File: config.mk
export PLATFORM = sky130hd
export DESIGN_NAME = hid_ps2_translator
export DESIGN_NICKNAME = d
export VERILOG_FILES = /design/src/source/hid_ps2_pkg.sv /design/src/source/hid_ps2_keymap.sv /design/src/source/hid_ps2_sequencer.sv /design/src/source/hid_ps2_translator.sv
export VERILOG_INCLUDE_DIRS = /design/src /design/src/source
export SDC_FILE = /design/constraint.sdc
export NUM_CORES = 1
export LEC_CHECK = 0
export ABC_AREA = 1
export BUFFER_PORTS_ARGS = -buffer_cell sky130_fd_sc_hd__buf_4
export CELL_PAD_IN_SITES_DETAIL_PLACEMENT = 1
export CELL_PAD_IN_SITES_GLOBAL_PLACEMENT = 2
export CORE_MARGIN = 2
export CORE_UTILIZATION = 29
export CTS_BUF_LIST = sky130_fd_sc_hd__clkbuf_8
export CTS_CLUSTER_SIZE = 20
export DETAILED_ROUTE_END_ITERATION = 10
export PLACE_DENSITY = 0.8
export RECOVER_POWER = 25
export SYNTH_ARGS = -nofsm -noshare
export SYNTH_HDL_FRONTEND = slang
export SYNTH_SLANG_ARGS = --single-unit
File: constraint.sdc
create_clock -name clk -period 1.4 [get_ports clk]
set_input_delay 0.07 -clock clk [delete_from_list [all_inputs] [get_ports clk]]
set_output_delay 0.07 -clock clk [all_outputs]
set_load 0.01 [all_outputs]
File: src/source/hid_ps2_cfg.svh
`ifndef HID_PS2_CFG_SVH
`define HID_PS2_CFG_SVH

// Fixed by the HID usage table
`define HID_USAGE_W 8

// One PS/2 frame payload
`define PS2_BYTE_W 8

// Set-2 prefixes
`define PS2_EXT_PREFIX   8'he0
`define PS2_BREAK_PREFIX 8'hf0

`endif

File: src/source/hid_ps2_pkg.sv
`default_nettype none

`include "hid_ps2_cfg.svh"

package hid_ps2_pkg;

	typedef logic [`PS2_BYTE_W-1:0] ps2_byte_t;

	// Usage codes that have a set-2 translation
	typedef enum logic [`HID_USAGE_W-1:0] {
		HID_NONE = 8'h00,
		HID_A = 8'h04, HID_B = 8'h05, HID_C = 8'h06, HID_D = 8'h07,
		HID_E = 8'h08, HID_F = 8'h09, HID_G = 8'h0a, HID_H = 8'h0b,
		HID_I = 8'h0c, HID_J = 8'h0d, HID_K = 8'h0e, HID_L = 8'h0f,
		HID_M = 8'h10, HID_N = 8'h11, HID_O = 8'h12, HID_P = 8'h13,
		HID_Q = 8'h14, HID_R = 8'h15, HID_S = 8'h16, HID_T = 8'h17,
		HID_U = 8'h18, HID_V = 8'h19, HID_W = 8'h1a, HID_X = 8'h1b,
		HID_Y = 8'h1c, HID_Z = 8'h1d,
		// Top row digits, zero comes last in HID order
		HID_1 = 8'h1e, HID_2 = 8'h1f, HID_3 = 8'h20, HID_4 = 8'h21,
		HID_5 = 8'h22, HID_6 = 8'h23, HID_7 = 8'h24, HID_8 = 8'h25,
		HID_9 = 8'h26, HID_0 = 8'h27,
		HID_ENTER     = 8'h28,
		HID_ESC       = 8'h29,
		HID_BACKSPACE = 8'h2a,
		HID_TAB       = 8'h2b,
		HID_SPACE     = 8'h2c,
		HID_F1  = 8'h3a, HID_F2  = 8'h3b, HID_F3  = 8'h3c, HID_F4  = 8'h3d,
		HID_F5  = 8'h3e, HID_F6  = 8'h3f, HID_F7  = 8'h40, HID_F8  = 8'h41,
		HID_F9  = 8'h42, HID_F10 = 8'h43, HID_F11 = 8'h44, HID_F12 = 8'h45,
		// Navigation block, all extended in set 2
		HID_INSERT   = 8'h49,
		HID_HOME     = 8'h4a,
		HID_PAGEUP   = 8'h4b,
		HID_DELETE   = 8'h4c,
		HID_END      = 8'h4d,
		HID_PAGEDOWN = 8'h4e,
		HID_RIGHT    = 8'h4f,
		HID_LEFT     = 8'h50,
		HID_DOWN     = 8'h51,
		HID_UP       = 8'h52,
		// Modifiers
		HID_LEFTCTRL   = 8'he0,
		HID_LEFTSHIFT  = 8'he1,
		HID_LEFTALT    = 8'he2,
		HID_LEFTMETA   = 8'he3,
		HID_RIGHTCTRL  = 8'he4,
		HID_RIGHTSHIFT = 8'he5,
		HID_RIGHTALT   = 8'he6,
		HID_RIGHTMETA  = 8'he7
	} hid_usage_t;

	typedef enum logic [2:0] {
		SEQ_IDLE   = 3'd0,
		SEQ_LOOKUP = 3'd1, // Key map latency
		SEQ_EXT    = 3'd2,
		SEQ_BRK    = 3'd3,
		SEQ_CODE   = 3'd4,
		SEQ_WAIT   = 3'd5  // Serializer busy
	} seq_state_t;

endpackage

`default_nettype wire

File: src/source/hid_ps2_keymap.sv
`timescale 1ns/100ps
`default_nettype none

module hid_ps2_keymap (
	input  wire                       clk,
	input  wire hid_ps2_pkg::hid_usage_t key,
	output hid_ps2_pkg::ps2_byte_t    map_code,
	output logic                      map_ext
);

	import hid_ps2_pkg::*;

	// Registered lookup, zero code marks an unmapped usage
	always_ff @(posedge clk) begin
		map_ext <= 1'b0;
		case (key)
			HID_A:         map_code <= 8'h1c;
			HID_B:         map_code <= 8'h32;
			HID_C:         map_code <= 8'h21;
			HID_D:         map_code <= 8'h23;
			HID_E:         map_code <= 8'h24;
			HID_F:         map_code <= 8'h2b;
			HID_G:         map_code <= 8'h34;
			HID_H:         map_code <= 8'h33;
			HID_I:         map_code <= 8'h43;
			HID_J:         map_code <= 8'h3b;
			HID_K:         map_code <= 8'h42;
			HID_L:         map_code <= 8'h4b;
			HID_M:         map_code <= 8'h3a;
			HID_N:         map_code <= 8'h31;
			HID_O:         map_code <= 8'h44;
			HID_P:         map_code <= 8'h4d;
			HID_Q:         map_code <= 8'h15;
			HID_R:         map_code <= 8'h2d;
			HID_S:         map_code <= 8'h1b;
			HID_T:         map_code <= 8'h2c;
			HID_U:         map_code <= 8'h3c;
			HID_V:         map_code <= 8'h2a;
			HID_W:         map_code <= 8'h1d;
			HID_X:         map_code <= 8'h22;
			HID_Y:         map_code <= 8'h35;
			HID_Z:         map_code <= 8'h1a;
			HID_1:         map_code <= 8'h16;
			HID_2:         map_code <= 8'h1e;
			HID_3:         map_code <= 8'h26;
			HID_4:         map_code <= 8'h25;
			HID_5:         map_code <= 8'h2e;
			HID_6:         map_code <= 8'h36;
			HID_7:         map_code <= 8'h3d;
			HID_8:         map_code <= 8'h3e;
			HID_9:         map_code <= 8'h46;
			HID_0:         map_code <= 8'h45;
			HID_ENTER:     map_code <= 8'h5a;
			HID_ESC:       map_code <= 8'h76;
			HID_BACKSPACE: map_code <= 8'h66;
			HID_TAB:       map_code <= 8'h0d;
			HID_SPACE:     map_code <= 8'h29;
			HID_F1:        map_code <= 8'h05;
			HID_F2:        map_code <= 8'h06;
			HID_F3:        map_code <= 8'h04;
			HID_F4:        map_code <= 8'h0c;
			HID_F5:        map_code <= 8'h03;
			HID_F6:        map_code <= 8'h0b;
			HID_F7:        map_code <= 8'h83; // Only code above 7f
			HID_F8:        map_code <= 8'h0a;
			HID_F9:        map_code <= 8'h01;
			HID_F10:       map_code <= 8'h09;
			HID_F11:       map_code <= 8'h78;
			HID_F12:       map_code <= 8'h07;
			HID_INSERT: begin
				map_code <= 8'h70;
				map_ext  <= 1'b1;
			end
			HID_HOME: begin
				map_code <= 8'h6c;
				map_ext  <= 1'b1;
			end
			HID_PAGEUP: begin
				map_code <= 8'h7d;
				map_ext  <= 1'b1;
			end
			HID_DELETE: begin
				map_code <= 8'h71;
				map_ext  <= 1'b1;
			end
			HID_END: begin
				map_code <= 8'h69;
				map_ext  <= 1'b1;
			end
			HID_PAGEDOWN: begin
				map_code <= 8'h7a;
				map_ext  <= 1'b1;
			end
			HID_RIGHT: begin
				map_code <= 8'h74;
				map_ext  <= 1'b1;
			end
			HID_LEFT: begin
				map_code <= 8'h6b;
				map_ext  <= 1'b1;
			end
			HID_DOWN: begin
				map_code <= 8'h72;
				map_ext  <= 1'b1;
			end
			HID_UP: begin
				map_code <= 8'h75;
				map_ext  <= 1'b1;
			end
			// Right Ctrl and Alt reuse the left codes behind E0
			HID_LEFTCTRL:   map_code <= 8'h14;
			HID_LEFTSHIFT:  map_code <= 8'h12;
			HID_LEFTALT:    map_code <= 8'h11;
			HID_RIGHTSHIFT: map_code <= 8'h59;
			HID_LEFTMETA: begin
				map_code <= 8'h1f;
				map_ext  <= 1'b1;
			end
			HID_RIGHTCTRL: begin
				map_code <= 8'h14;
				map_ext  <= 1'b1;
			end
			HID_RIGHTALT: begin
				map_code <= 8'h11;
				map_ext  <= 1'b1;
			end
			HID_RIGHTMETA: begin
				map_code <= 8'h27;
				map_ext  <= 1'b1;
			end
			default:       map_code <= '0;
		endcase
	end

endmodule

`default_nettype wire

File: src/source/hid_ps2_sequencer.sv
`timescale 1ns/100ps
`default_nettype none

`include "hid_ps2_cfg.svh"

module hid_ps2_sequencer (
	input  wire                          clk,
	input  wire                          rst,
	input  wire                          rq,
	input  wire hid_ps2_pkg::hid_usage_t keycheck,
	input  wire                          released,
	input  wire                          ser_rdy,
	output logic                         idle,
	output logic                         ser_send,
	output hid_ps2_pkg::ps2_byte_t       ps2_code,
	output hid_ps2_pkg::hid_usage_t      key,
	input  wire hid_ps2_pkg::ps2_byte_t  map_code,
	input  wire                          map_ext
);

	import hid_ps2_pkg::*;

	seq_state_t state;
	seq_state_t ret_state; // Where to go once the serializer is busy
	logic       rel;
	logic       accept;

	assign idle   = (state == SEQ_IDLE);
	assign accept = rq && idle;

	// Request payload, held for the whole sequence
	always_ff @(posedge clk) begin
		if (accept) begin
			key <= keycheck;
			rel <= released;
		end
	end

	always_ff @(posedge clk) begin
		ser_send <= 1'b0; // Single cycle pulse
		if (rst) begin
			state     <= SEQ_IDLE;
			ret_state <= SEQ_IDLE;
			ps2_code  <= '0;
		end else begin
			case (state)
				SEQ_IDLE: begin
					if (rq)
						state <= SEQ_LOOKUP;
				end
				SEQ_LOOKUP: state <= SEQ_EXT; // map_code valid from next cycle
				SEQ_EXT: begin
					if (map_code == '0) begin
						state <= SEQ_IDLE; // Unmapped, nothing to send
					end else if (!map_ext) begin
						state <= rel ? SEQ_BRK : SEQ_CODE;
					end else if (ser_rdy) begin
						ps2_code  <= `PS2_EXT_PREFIX;
						ser_send  <= 1'b1;
						ret_state <= rel ? SEQ_BRK : SEQ_CODE;
						state     <= SEQ_WAIT;
					end
				end
				SEQ_BRK: begin
					if (ser_rdy) begin
						ps2_code  <= `PS2_BREAK_PREFIX;
						ser_send  <= 1'b1;
						ret_state <= SEQ_CODE;
						state     <= SEQ_WAIT;
					end
				end
				SEQ_CODE: begin
					if (ser_rdy) begin
						ps2_code  <= map_code;
						ser_send  <= 1'b1;
						ret_state <= SEQ_IDLE;
						state     <= SEQ_WAIT;
					end
				end
				SEQ_WAIT: begin
					// Serializer drops ready once it has taken the byte
					if (!ser_rdy)
						state <= ret_state;
				end
				default: state <= SEQ_IDLE;
			endcase
		end
	end

endmodule

`default_nettype wire

File: src/source/hid_ps2_translator.sv
`timescale 1ns/100ps
`default_nettype none

`include "hid_ps2_cfg.svh"

module hid_ps2_translator (
	input  wire                         clk,
	input  wire                         rst,
	input  wire [`HID_USAGE_W-1:0]      keycheck,
	input  wire                         released,
	input  wire                         rq,
	input  wire                         ser_rdy,
	output logic                        idle,
	output logic                        ser_send,
	output hid_ps2_pkg::ps2_byte_t      ps2_code
);

	import hid_ps2_pkg::*;

	hid_usage_t keycheck_usage; // Raw usage, may be outside the kept set
	hid_usage_t key;
	ps2_byte_t  map_code;
	logic       map_ext;

	assign keycheck_usage = hid_usage_t'(keycheck);

	hid_ps2_keymap u_keymap (
		.clk      (clk),
		.key      (key),
		.map_code (map_code),
		.map_ext  (map_ext)
	);

	hid_ps2_sequencer u_sequencer (
		.clk      (clk),
		.rst      (rst),
		.rq       (rq),
		.keycheck (keycheck_usage),
		.released (released),
		.ser_rdy  (ser_rdy),
		.idle     (idle),
		.ser_send (ser_send),
		.ps2_code (ps2_code),
		.key      (key),
		.map_code (map_code),
		.map_ext  (map_ext)
	);

endmodule

`default_nettype wire

==> metrics.md, run 1 <==
| Metric | Value |
|---|---|
| CTS clock-pin slew for the worst setup and hold paths | `about 0.080 ns` |
| Final Hold Viols | `0` |
| CTS max path bufs | `2` |
| Syn. warnings | `0` |
| Synth cell types | `25` |
| Worst-Skew Late Latency | `between 0.2 and 0.3 ns` |
| Crit path time final | `between 1.5 and 2 ns` |
| Die height | `95.73 µm` |
| Worst slew margin | `slightly above 70%` |
| Post-DR wirelength/cell | `15.87 µm` |
| Setup Skew | `0.01005 ns` |
| Failing checks | `negative setup slack` |
| Critical Path RT | `1.56 ns` |
| CP Max Fanout | `10` |
| Placed insts | `600` |
| Maxcap violations | `0` |
| IO Count | `23` |
| Antenna violations before repair | `0` |
| Ant diodes | `0` |
| Fin area | `between 3000 and 4000 µm²` |
| Via/cell ratio | `~4.9` |
| Leakage Power | `2.050 nW` |
| Critical path type | `reg -> reg` |
| Setup violators final | `9` |
| #FFs+latches synth | `32` |
| Die area | `9163 µm²` |
| Total CTS buffers | `5` |
| Routability cong. | `0.9255` |
| TNS Setup | `-1.917 ns` |
| Fin util | `about 45%` |
| Share of layout cells above drive strength 1 | `approximately 35%` |
| # H-tree levels | `2` |
| Rows | `33` |
| CP arrival | `1.81 ns` |
| Largest net degree at the start of global routing | `15` |
| Vias in the first global route | `3221` |
| Final net count | `538` |
| Post-route ant nets | `0` |
| I/O Buffers | `22` |
| Tightest Pin Transition | `0.4133 ns` |
| Total number of vias | `3113` |
| GRT Util Overall | `between 20% and 30%` |
| CTS Sinks | `32` |
| Startpoint Class | `flop` |
| Post-synth net total | `about 440` |
| Die W | `95.73 µm` |
| TritonCTS clock tree | `built` |
| Crit share post-route | `117.6%` |
| Total core area | `8175 µm²` |
| Min setup slack post-route | `-0.2465 ns` |
| DP Area | `3107 µm²` |
| Crit end category | `flop` |
| Mean post-synth cell area | `5.701 µm²` |
| Unrepaired setup endpoints after global routing | `yes` |
| Run status | `finished, violations left` |
| Hold WS | `roughly 0.043 ns` |
| Pre-antenna DRT Iters | `4` |
| Root buf cell | `clkbuf_8` |
| Layout area overhead | `51.59%` |
| Syn Inst Count | `428` |
| Cell Area, Synth | `2440 µm²` |
| Final Max Tran Viols | `0` |
| First-pass GRT wire length | `~16 mm` |
| Finished Layout Cells | `about 630` |
| Min-delay worst type | `in -> reg` |
| Total Wirelength | `10.01 mm` |
| Post-DP HPWL | `7.695 mm` |
| Register area share after synthesis | `29.95%` |
| Power Dens Cells | `778.1 nW/µm²` |
| Number of DRC markers in iteration 0 | `141` |
| Fmax | `607.4 MHz` |
| DRC Markers | `0` |
| Starting Density | `~30%` |
| GRT Residual Overflow | `0` |
| Max rail drop VDD | `523.3 µV` |
-- registers in the layout, indices dropped and copies added (netlist names) --
| name | count |
|---|---|
| u_keymap.map_ext | 1 |
| u_sequencer.key | 8 |
| u_sequencer.state | 3 |
| u_sequencer.ret_state | 2 |
| u_sequencer.ser_send | 1 |
| u_sequencer.ps2_code | 8 |
| u_sequencer.rel | 1 |
| u_keymap.map_code | 8 |
-- synthesized netlist by cell type --
library cell	n	area, µm²
nand2_2	8	50.05
clkbuf_1	1	3.750
o211ai_1	2	15.01
nand4_2	1	12.51
buf_2	3	15.01
a21oi_1	21	105.1
o21ai_2	1	8.760
buf_6	1	11.26
nor2_4	4	45.04
nor2_2	2	12.51
nand2_4	2	22.52
nor3_1	3	15.01
nand2_1	156	585.6
inv_2	6	22.52
nand4_1	7	43.79
nand3b_1	1	7.510
o21ai_0	14	70.07
nor3_2	1	10.01
nand3_1	30	150.1
dfxtp_1	23	460.4
edfxtp_1	9	270.3
inv_1	48	180.2
buf_4	1	7.510
o21ai_1	3	15.01
nor2_1	80	300.3
-- cells by family (layout without fill, tap and decap cells) --
group           Yosys count  after routing  synth area share [%]
simple gates            295            295                 51.44
compound gates           41             41                 8.769
buf+inv                  60            158                 9.846
flops                    32             32                 29.95
-- cell type report --
type                            instances  area [µm²]
Sequential cell                        32       734.5
Tap cell                              105       131.4
Timing Repair Buffer                   96       843.3
Multi-Input combinational cell        336        1699
Clock buffer                            5       68.82
Fill cell                            1072        4477
Inverter                               54       202.7
Clock inverter                          3       18.77
-- stage by stage --
| stage | worst slack (ns) | power [W] |
|---|---|---|
| 2_1_floorplan | 0.008570 | 0.001564 |
| 3_3_place_gp | -0.4595 | 0.001922 |
| 3_5_place_dp | -0.4908 | 0.001948 |
| 4_1_cts | -0.1962 | 0.002828 |
| 5_1_grt | -0.3984 | 0.003041 |
| 6_report | -0.2465 | 0.002878 |
-- power by group --
group          total (W)  switching, W  internal, W
Sequential       0.00112     0.0000721      0.00105
Clock           0.000726      0.000379     0.000346
Combinational    0.00103      0.000596     0.000436
Total            0.00288       0.00105      0.00183
-- placed cells by master, fill, tap and decap left out, types with 10 or more instances in the layout --
cell       n
o21ai_0   11
inv_1     41
nor2_1    60
nand2_2   28
dfxtp_1   20
nor2_2    17
inv_2     13
a21oi_1   18
buf_4     63
nand2_1  128
nand2_4   10
nand3_1   28
-- critical path: stages (launching register included) --
cell      delay (ns)
edfxtp_1        0.46
inv_2           0.07
nand2_4         0.09
buf_6           0.11
nor2_4          0.05
buf_12          0.14
nand2_1         0.11
nand2_1         0.08
inv_1           0.06
nand3_1         0.09
nor2_2          0.15
nand3_1         0.10
-- metal layers --
layer	routed length (µm)	GRT usage, %
met1	4075	25.60
met3	434	3.524
met5	0	0
met4	342	9.048
met2	5160	42.83
-- what timing repair did --
action,in CTS,in global routing
hold buffers,9,0
resized for setup,67,27
setup endpoints to repair,9,17
pin swaps,19,13
buffers inserted,10,5
hold endpoints to repair,9,0
cloned,1,0
-- worst paths after layout --
kind	endpoint	cells past startpoint	start	slack, ns
max reg2reg	u_keymap.map_code[4]	11	u_sequencer.key[6]	-0.25
min reg2reg	u_sequencer.ps2_code[3]	2	u_keymap.map_code[3]	0.48
min	u_sequencer.ps2_code[0]	2	rst	0.04
max	u_keymap.map_code[4]	11	u_sequencer.key[6]	-0.25
Note: power is estimated with default switching activity, not from simulation.
==> run 2: changes to the inputs <==
PLACE_DENSITY = 0.79   (was 0.8)
REMOVE_ABC_BUFFERS = 1   (was not set)
SYNTH_HIERARCHICAL = 1   (was not set)
==> run 2 against run 1 <==
  * The flow still finishes with violations (negative setup slack)
  * Global-route usage shrank 2.2 points
  * Flip-flop and latch count is the same
  * Clock power grew 3.0%
  * Combinational power grew 25%
  * Non-clock buffer count grew 10
  * First-iteration DRC count shrank 7.8%
  * Die area grew 6.6%
  * Sequential share of layout area shrank 1.9 points
  * Highest routed layer unchanged
==> metrics.md, run 2 <==
| Metric | Value |
|---|---|
| Setup violators final | `8` |
| Post-synth top area share | `24.47%` |
| Antenna violations before repair | `0` |
| Startpoint Class | `flop` |
| Maxcap violations | `0` |
| Starting Density | `29.90%` |
| Finished Layout Cells | `between 600 and 700` |
| Clock Power Share | `23.6%` |
| Count leader, synth | `nand2_1` |
| Final Max Tran Viols | `0` |
| Total number of vias | `3263` |
| Tightest Pin Transition | `roughly 0.31 ns` |
| Total CTS buffers | `5` |
| Failing checks | `negative setup slack` |
| CP Max Fanout | `5` |
| Main synth FF type | `dfxtp_1` |
| Fraction of registers with async set/reset | `0%` |
| CTS clock-pin slew for the worst setup and hold paths | `0.08 ns` |
| Pre-antenna DRT Iters | `4` |
| GRT Residual Overflow | `0` |
| Worst slew margin | `79.12%` |
| Critical Path RT | `1.63 ns` |
| Final net count | `569` |
| Vias in the first global route | `3260` |
| Post-DP HPWL | `7.856 mm` |
| Post-route ant nets | `0` |
| First-pass GRT wire length | `16.15 mm` |
| Setup Skew | `0.003486 ns` |
| Synth area leaders | `nand2_1 24%, dfxtp_1 18%, nor2_1 16%` |
| Die height | `98.82 µm` |
| Crit path time final | `roughly 1.6 ns` |
| Die W | `98.82 µm` |
| Crit share post-route | `113.0%` |
| Fmax | `631.9 MHz` |
| Net Switching | `0.001231 W` |
| Crit end category | `flop` |
| Combinational share of power | `40.7%` |
| Min-delay worst type | `in -> reg` |
| Most frequent cells in the layout | `127 x nand2_1, 72 x nor2_1, 68 x buf_4` |
| TNS Setup | `-1.203 ns` |
| I/O Buffers | `22` |
| Mean post-synth cell area | `5.807 µm²` |
| Ant diodes | `0` |
| Number of DRC markers in iteration 0 | `130` |
| CP arrival | `1.81 ns` |
| # H-tree levels | `2` |
| Top Registers | `u_keymap/map_code x8, u_sequencer/key x8, u_sequencer/ps2_code x8` |
| CTS max path bufs | `2` |
| Power Dens Cells | `776.6 nW/µm²` |
| DRC Markers | `0` |
| Synth cell types | `32` |
| Sw Ratio | `about 39%` |
| #FFs+latches synth | `32` |
| Routability cong. | `0.9477` |
| Leakage Power | `2.120 nW` |
| Share of layout cells above drive strength 1 | `41.83%` |
| Final Hold Viols | `0` |
| Filler cell count | `1123` |
| TritonCTS clock tree | `built` |
| Top cells by count, synth | `170 x nand2_1, 108 x nor2_1, 37 x inv_1, 24 x nand3_1, 23 x dfxtp_1` |
| Rows | `34` |
| Largest net degree at the start of global routing | `19` |
| Root buf cell | `clkbuf_8` |
| Total core area | `8721 µm²` |
| Register area share after synthesis | `28.02%` |
| Post-DR wirelength/cell | `15.93 µm` |
| GRT Util Overall | `20.66%` |
| Critical path type | `reg -> reg` |
| Largest stage delay, worst path | `0.39 ns` |
| Run status | `finished, violations left` |
| CP max stage cell | `edfxtp_1` |
| CP Cell Sequence | `buf_6, buf_6, nor2_4, buf_6, nand2_2, nand3_2, nand2_1, nand2_1, nor2_1, nand3_1` |
| Cell taking the most area after synthesis | `nand2_1` |
| Cell family with most CP delay | `simple AND/OR/NAND/NOR gates` |
| Commonest non-fill, non-tap cell in the layout | `nand2_1` |
| Layout area overhead | `56.53%` |
| Via/cell ratio | `between 4 and 5` |
| Syn. warnings | `6` |
| P_int | `0.001939 W` |
| Syn Inst Count | `449` |
| Placed insts | `632` |
| Sequential share of power | `a little over a third` |
| IO Count | `23` |
| Max rail drop VDD | `446.7 µV` |
| Total Wirelength | `10.60 mm` |
| Buf+Inv Stages, Crit Path | `3` |
| Unrepaired setup endpoints after global routing | `yes` |
| CTS Sinks | `32` |
| Worst-Skew Late Latency | `0.29 ns` |
| EDFF count, synth | `9` |
| Die area | `9765 µm²` |
| Min setup slack post-route | `-0.1826 ns` |
| Cell Area, Synth | `2608 µm²` |
| CP most frequent cell | `buf_6` |
[run 2: power by group through the flow]
| stage | sequential (W) | combinational, W | clock (W) |
|---|---|---|---|
| 5_1_grt | 0.00115 | 0.00140 | 0.000825 |
| 6_report | 0.00113 | 0.00129 | 0.000748 |
| 4_1_cts | 0.00113 | 0.00108 | 0.000777 |
| 3_3_place_gp | 0.00115 | 0.000927 | 0 |
| 2_1_floorplan | 0.00115 | 0.000497 | 0 |
| 3_5_place_dp | 0.00115 | 0.000947 | 0 |
[run 2: timing repair]
action	4_1_cts	5_1_grt
gates resized for setup	62	94
pin swaps	12	36
cloned	0	0
hold endpoints to repair	13	0
buffers inserted	6	11
hold buffers	10	0
setup endpoints to repair	9	32
[run 2: worst register-to-register path, cell delays in order, from the launching register on]
cell and delay [ns]:
edfxtp_1 0.39, buf_6 0.15, buf_6 0.12, nor2_4 0.21, buf_6 0.15, nand2_2 0.05, nand3_2 0.11, nand2_1 0.11
nand2_1 0.09, nor2_1 0.05, nand3_1 0.08
[run 2: worst paths after layout]
check | from | cells after the start | slack, ns | end
min | ser_rdy | 3 | 0.17 | u_sequencer/state[0]
max | u_sequencer/key[1] | 10 | -0.18 | u_keymap/map_code[0]
max reg2reg | u_sequencer/key[1] | 10 | -0.18 | u_keymap/map_code[0]
min reg2reg | u_sequencer/ret_state[1] | 2 | 0.49 | u_sequencer/ret_state[1]
[run 2: final cells by class]
cell class / count / area [µm²] / area share [%]
Tap cell: 108 / 135.1 / 3.311
Multi-Input combinational cell: 371 / 2044 / 50.09
Inverter: 40 / 160.2 / 3.924
Clock inverter: 3 / 18.77 / 0.4598
Timing Repair Buffer: 106 / 919.6 / 22.53
Sequential cell: 32 / 734.5 / 18.00
Clock buffer: 5 / 68.82 / 1.686
[run 2: logic make-up (layout without fill, tap and decap cells)]
family / after synthesis / count (layout) / synth area share, %
buffers and inverters: 46 / 154 / 8.445
flip-flops: 32 / 32 / 28.02
AND/OR/NAND/NOR: 332 / 332 / 54.32
AO/OA/AOI/OAI: 39 / 39 / 9.213
[run 2: metal layers]
metal | vias to the layer above | global-route usage, % | share of wire [%]
li1 | 1634 | - | -
met1 | 1528 | 26.21 | 43
met2 | 77 | 37.01 | 52
met3 | 24 | 2.624 | 3.7
met4 | 0 | 5.163 | 2.2
met5 | - | 0 | 0
[run 2: metrics by stage]
step           total power, W  hold slack (ns)  instance area (µm²)  setup slack, ns  utilization (%)
2_1_floorplan        0.001642           0.1391                 2537         -0.06175                -
3_3_place_gp         0.002073           0.2479                 3306          -0.3949            37.91
3_5_place_dp         0.002098           0.2496                 3306          -0.3926            37.91
4_1_cts              0.002986           0.1750                 3714          -0.1736            42.58
5_1_grt              0.003373           0.1896                 4081          -0.3112            46.80
6_report             0.003170           0.1731                 4081          -0.1826            46.80
==> run 3: changes to the inputs <==
GPL_TIMING_DRIVEN = 0   (was not set)
PLACE_DENSITY = 0.8   (was 0.79)
SYNTH_HIERARCHICAL = not set   (was 1)
==> run 3 against run 2 <==
  * The run still ends with negative setup slack left
  * Combinational power down 24%
  * Non-clock buffer count down 34
  * Critical path type unchanged
  * Die area down 6.2%
==> metrics.md, run 3 (synthesis results as in run 1) <==
| Metric | Value |
|---|---|
| Final Max Tran Viols | `0` |
| Fin util | `44.35%` |
| Final net count | `between 500 and 600` |
| Footprint of the multi-input gates | `1849 µm²` |
| R2r setup slk | `-0.26 ns` |
| Crit share post-route | `118.8%` |
| Setup violators final | `8` |
| Pre-antenna DRT Iters | `4` |
| Total Wirelength | `10.13 mm` |
| Starting Density | `29.84%` |
| Worst slew margin | `70.93%` |
| Unrepaired setup endpoints after global routing | `yes` |
| Post-DR wirelength/cell | `16.64 µm` |
| IO Count | `23` |
| Routability cong. | `0.9446` |
| Total number of vias | `3014` |
| CTS Sinks | `32` |
| Layout area overhead | `48.62%` |
| Maxcap violations | `0` |
| Rows | `33` |
| Ant diodes | `0` |
| I/O Buffers | `22` |
| Failing checks | `negative setup slack` |
| Min-Delay Endpoint | `u_sequencer.state[1]` |
| RR Endpoint | `u_keymap.map_code[3]` |
| CTS clock-pin slew for the worst setup and hold paths | `0.08 ns` |
| CP arrival | `1.83 ns` |
| Worst-Skew Late Latency | `0.29 ns` |
| Critical Path RT | `1.57 ns` |
| Commonest non-fill, non-tap cell in the layout | `nand2_1` |
| Min-delay worst type | `in -> reg` |
| Total core area | `8175 µm²` |
| Top Registers | `u_keymap.map_code x8, u_sequencer.key x8, u_sequencer.ps2_code x8` |
| Post-route ant nets | `0` |
| CP max stage cell | `edfxtp_1` |
| TritonCTS clock tree | `built` |
| Total CTS buffers | `5` |
| Min setup slack post-route | `-0.2627 ns` |
| Crit path time final | `1.663 ns` |
| CP Max Fanout | `7` |
| Max rail drop VDD | `slightly below 600 µV` |
| Share of layout cells above drive strength 1 | `37.70%` |
| Seq. cell area | `734.5 µm²` |
| Final Hold Viols | `0` |
| Most frequent cells in the layout | `114 x nand2_1, 54 x nor2_1, 46 x buf_4` |
| Via/cell ratio | `4.949` |
| Placed insts | `549` |
| Worst Setup SP | `u_sequencer.key[5]` |
| CP Cell Sequence | `nor2_4, nand2_4, clkinvlp_4, nand2_2, nand2_1, nor2_2, nand2_1, nor2_1, nand3_1` |
| CTS max path bufs | `2` |
| Number of DRC markers in iteration 0 | `99` |
| Root buf cell | `clkbuf_8` |
| Tot Pwr | `roughly 0.0028 W` |
| Largest net degree at the start of global routing | `13` |
| Fmax | `601.4 MHz` |
| CP most frequent cell | `nand2_1` |
| Post-DP HPWL | `6.909 mm` |
| Setup Skew | `0.01148 ns` |
| Power Dens Cells | `785.9 nW/µm²` |
| # H-tree levels | `2` |
| Die W | `between 90 and 100 µm` |
| Startpoint Class | `flop` |
| Tightest Pin Transition | `0.4344 ns` |
| Run status | `finished, violations left` |
| GRT Util Overall | `22.35%` |
| Launch point of the worst reg-to-reg path | `u_sequencer.key[5]` |
| Antenna violations before repair | `0` |
| Vias in the first global route | `3108` |
| Worst r2r path cells | `9` |
| Critical path type | `reg -> reg` |
| Hold depth | `2` |
| Worst hold start | `rst` |
| Filler cell count | `~1100` |
| Leakage Power | `1.940 nW` |
| Finished Layout Cells | `just over 600` |
| First-pass GRT wire length | `15.47 mm` |
| Die area | `9163 µm²` |
| Largest stage delay, worst path | `0.53 ns` |
| DRC Markers | `0` |
| GRT Residual Overflow | `0` |
| Die height | `roughly 96 µm` |
| Crit end category | `flop` |
| Hold WS | `0.03489 ns` |
## run 3: changes by cell type in the layout (fill, tap and decap cells not counted), sizes merged, moves of 2 or more
cell	before	now
inv	39	53
nand2	176	166
o21ai	16	18
nand4	3	8
nor2	112	88
buf	86	52
nand3	26	30
nand3b	11	1
a21oi	18	21
## run 3: worst max path at each step
stage / cells after the start / to / slack, ns
after floorplan: 9 / u_keymap.map_code[2] / -0.35
after global placement: 9 / u_keymap.map_code[1] / -1.05
after detailed placement: 9 / u_keymap.map_code[1] / -1.06
after CTS: 10 / u_keymap.map_code[4] / -0.18
after global routing: 9 / u_keymap.map_code[1] / -0.37
final: 9 / u_keymap.map_code[3] / -0.26
## run 3: worst max-delay path: cells and delay by family, from the launching register on
family / cells / cell delay (ns)
buffers and inverters: 1 / 0.19
DFF: 1 / 0.53
and+or+nand+nor: 8 / 0.81
## run 3: metal layers
metal	up-vias	share of wire, %	wire [µm]	GRT usage, %
li1	1493	-	-	-
met2	71	50	5030	39.92
met4	0	4.6	470	9.762
met1	1416	42	4305	26.18
met5	-	0	0	0
met3	34	3.2	325	3.681
## run 3: what timing repair did
item                       in CTS  in global routing
setup endpoints to repair      24                 30
hold endpoints to repair        9                  0
hold buffers                    9                  0
pin swaps                      13                 24
setup buffers                  29                 11
resized for setup              56                 72
cloned                          2                  1
## run 3: through the flow
| stage | TNS, ns | instance area (µm²) | setup slack [ns] |
|---|---|---|---|
| floorplan | -2.186 | 2402 | -0.3549 |
| global placement | -9.325 | 2699 | -1.049 |
| detailed placement | -10.02 | 2699 | -1.063 |
| CTS | -1.268 | 3286 | -0.1830 |
| global route | -2.423 | 3626 | -0.3746 |
| finish | -1.810 | 3626 | -0.2627 |
## run 3: final cells by class
type                    instances  share of cell area [%]
well taps                     105                   3.623
multi-input cells             338                   51.00
flip-flops and latches         32                   20.26
inverters                      54                   5.694
repair buffers                 72                   17.01
clock buffers                   5                   1.898
clock inverters                 3                  0.5176
## run 3: report_power, final
part           internal (W)  switching (W)  total [W]  leakage, nW
registers           0.00105      0.0000861    0.00113        0.274
logic              0.000369       0.000613   0.000981         1.62
clock network      0.000347       0.000387   0.000734       0.0479
total               0.00176        0.00109    0.00285         1.94
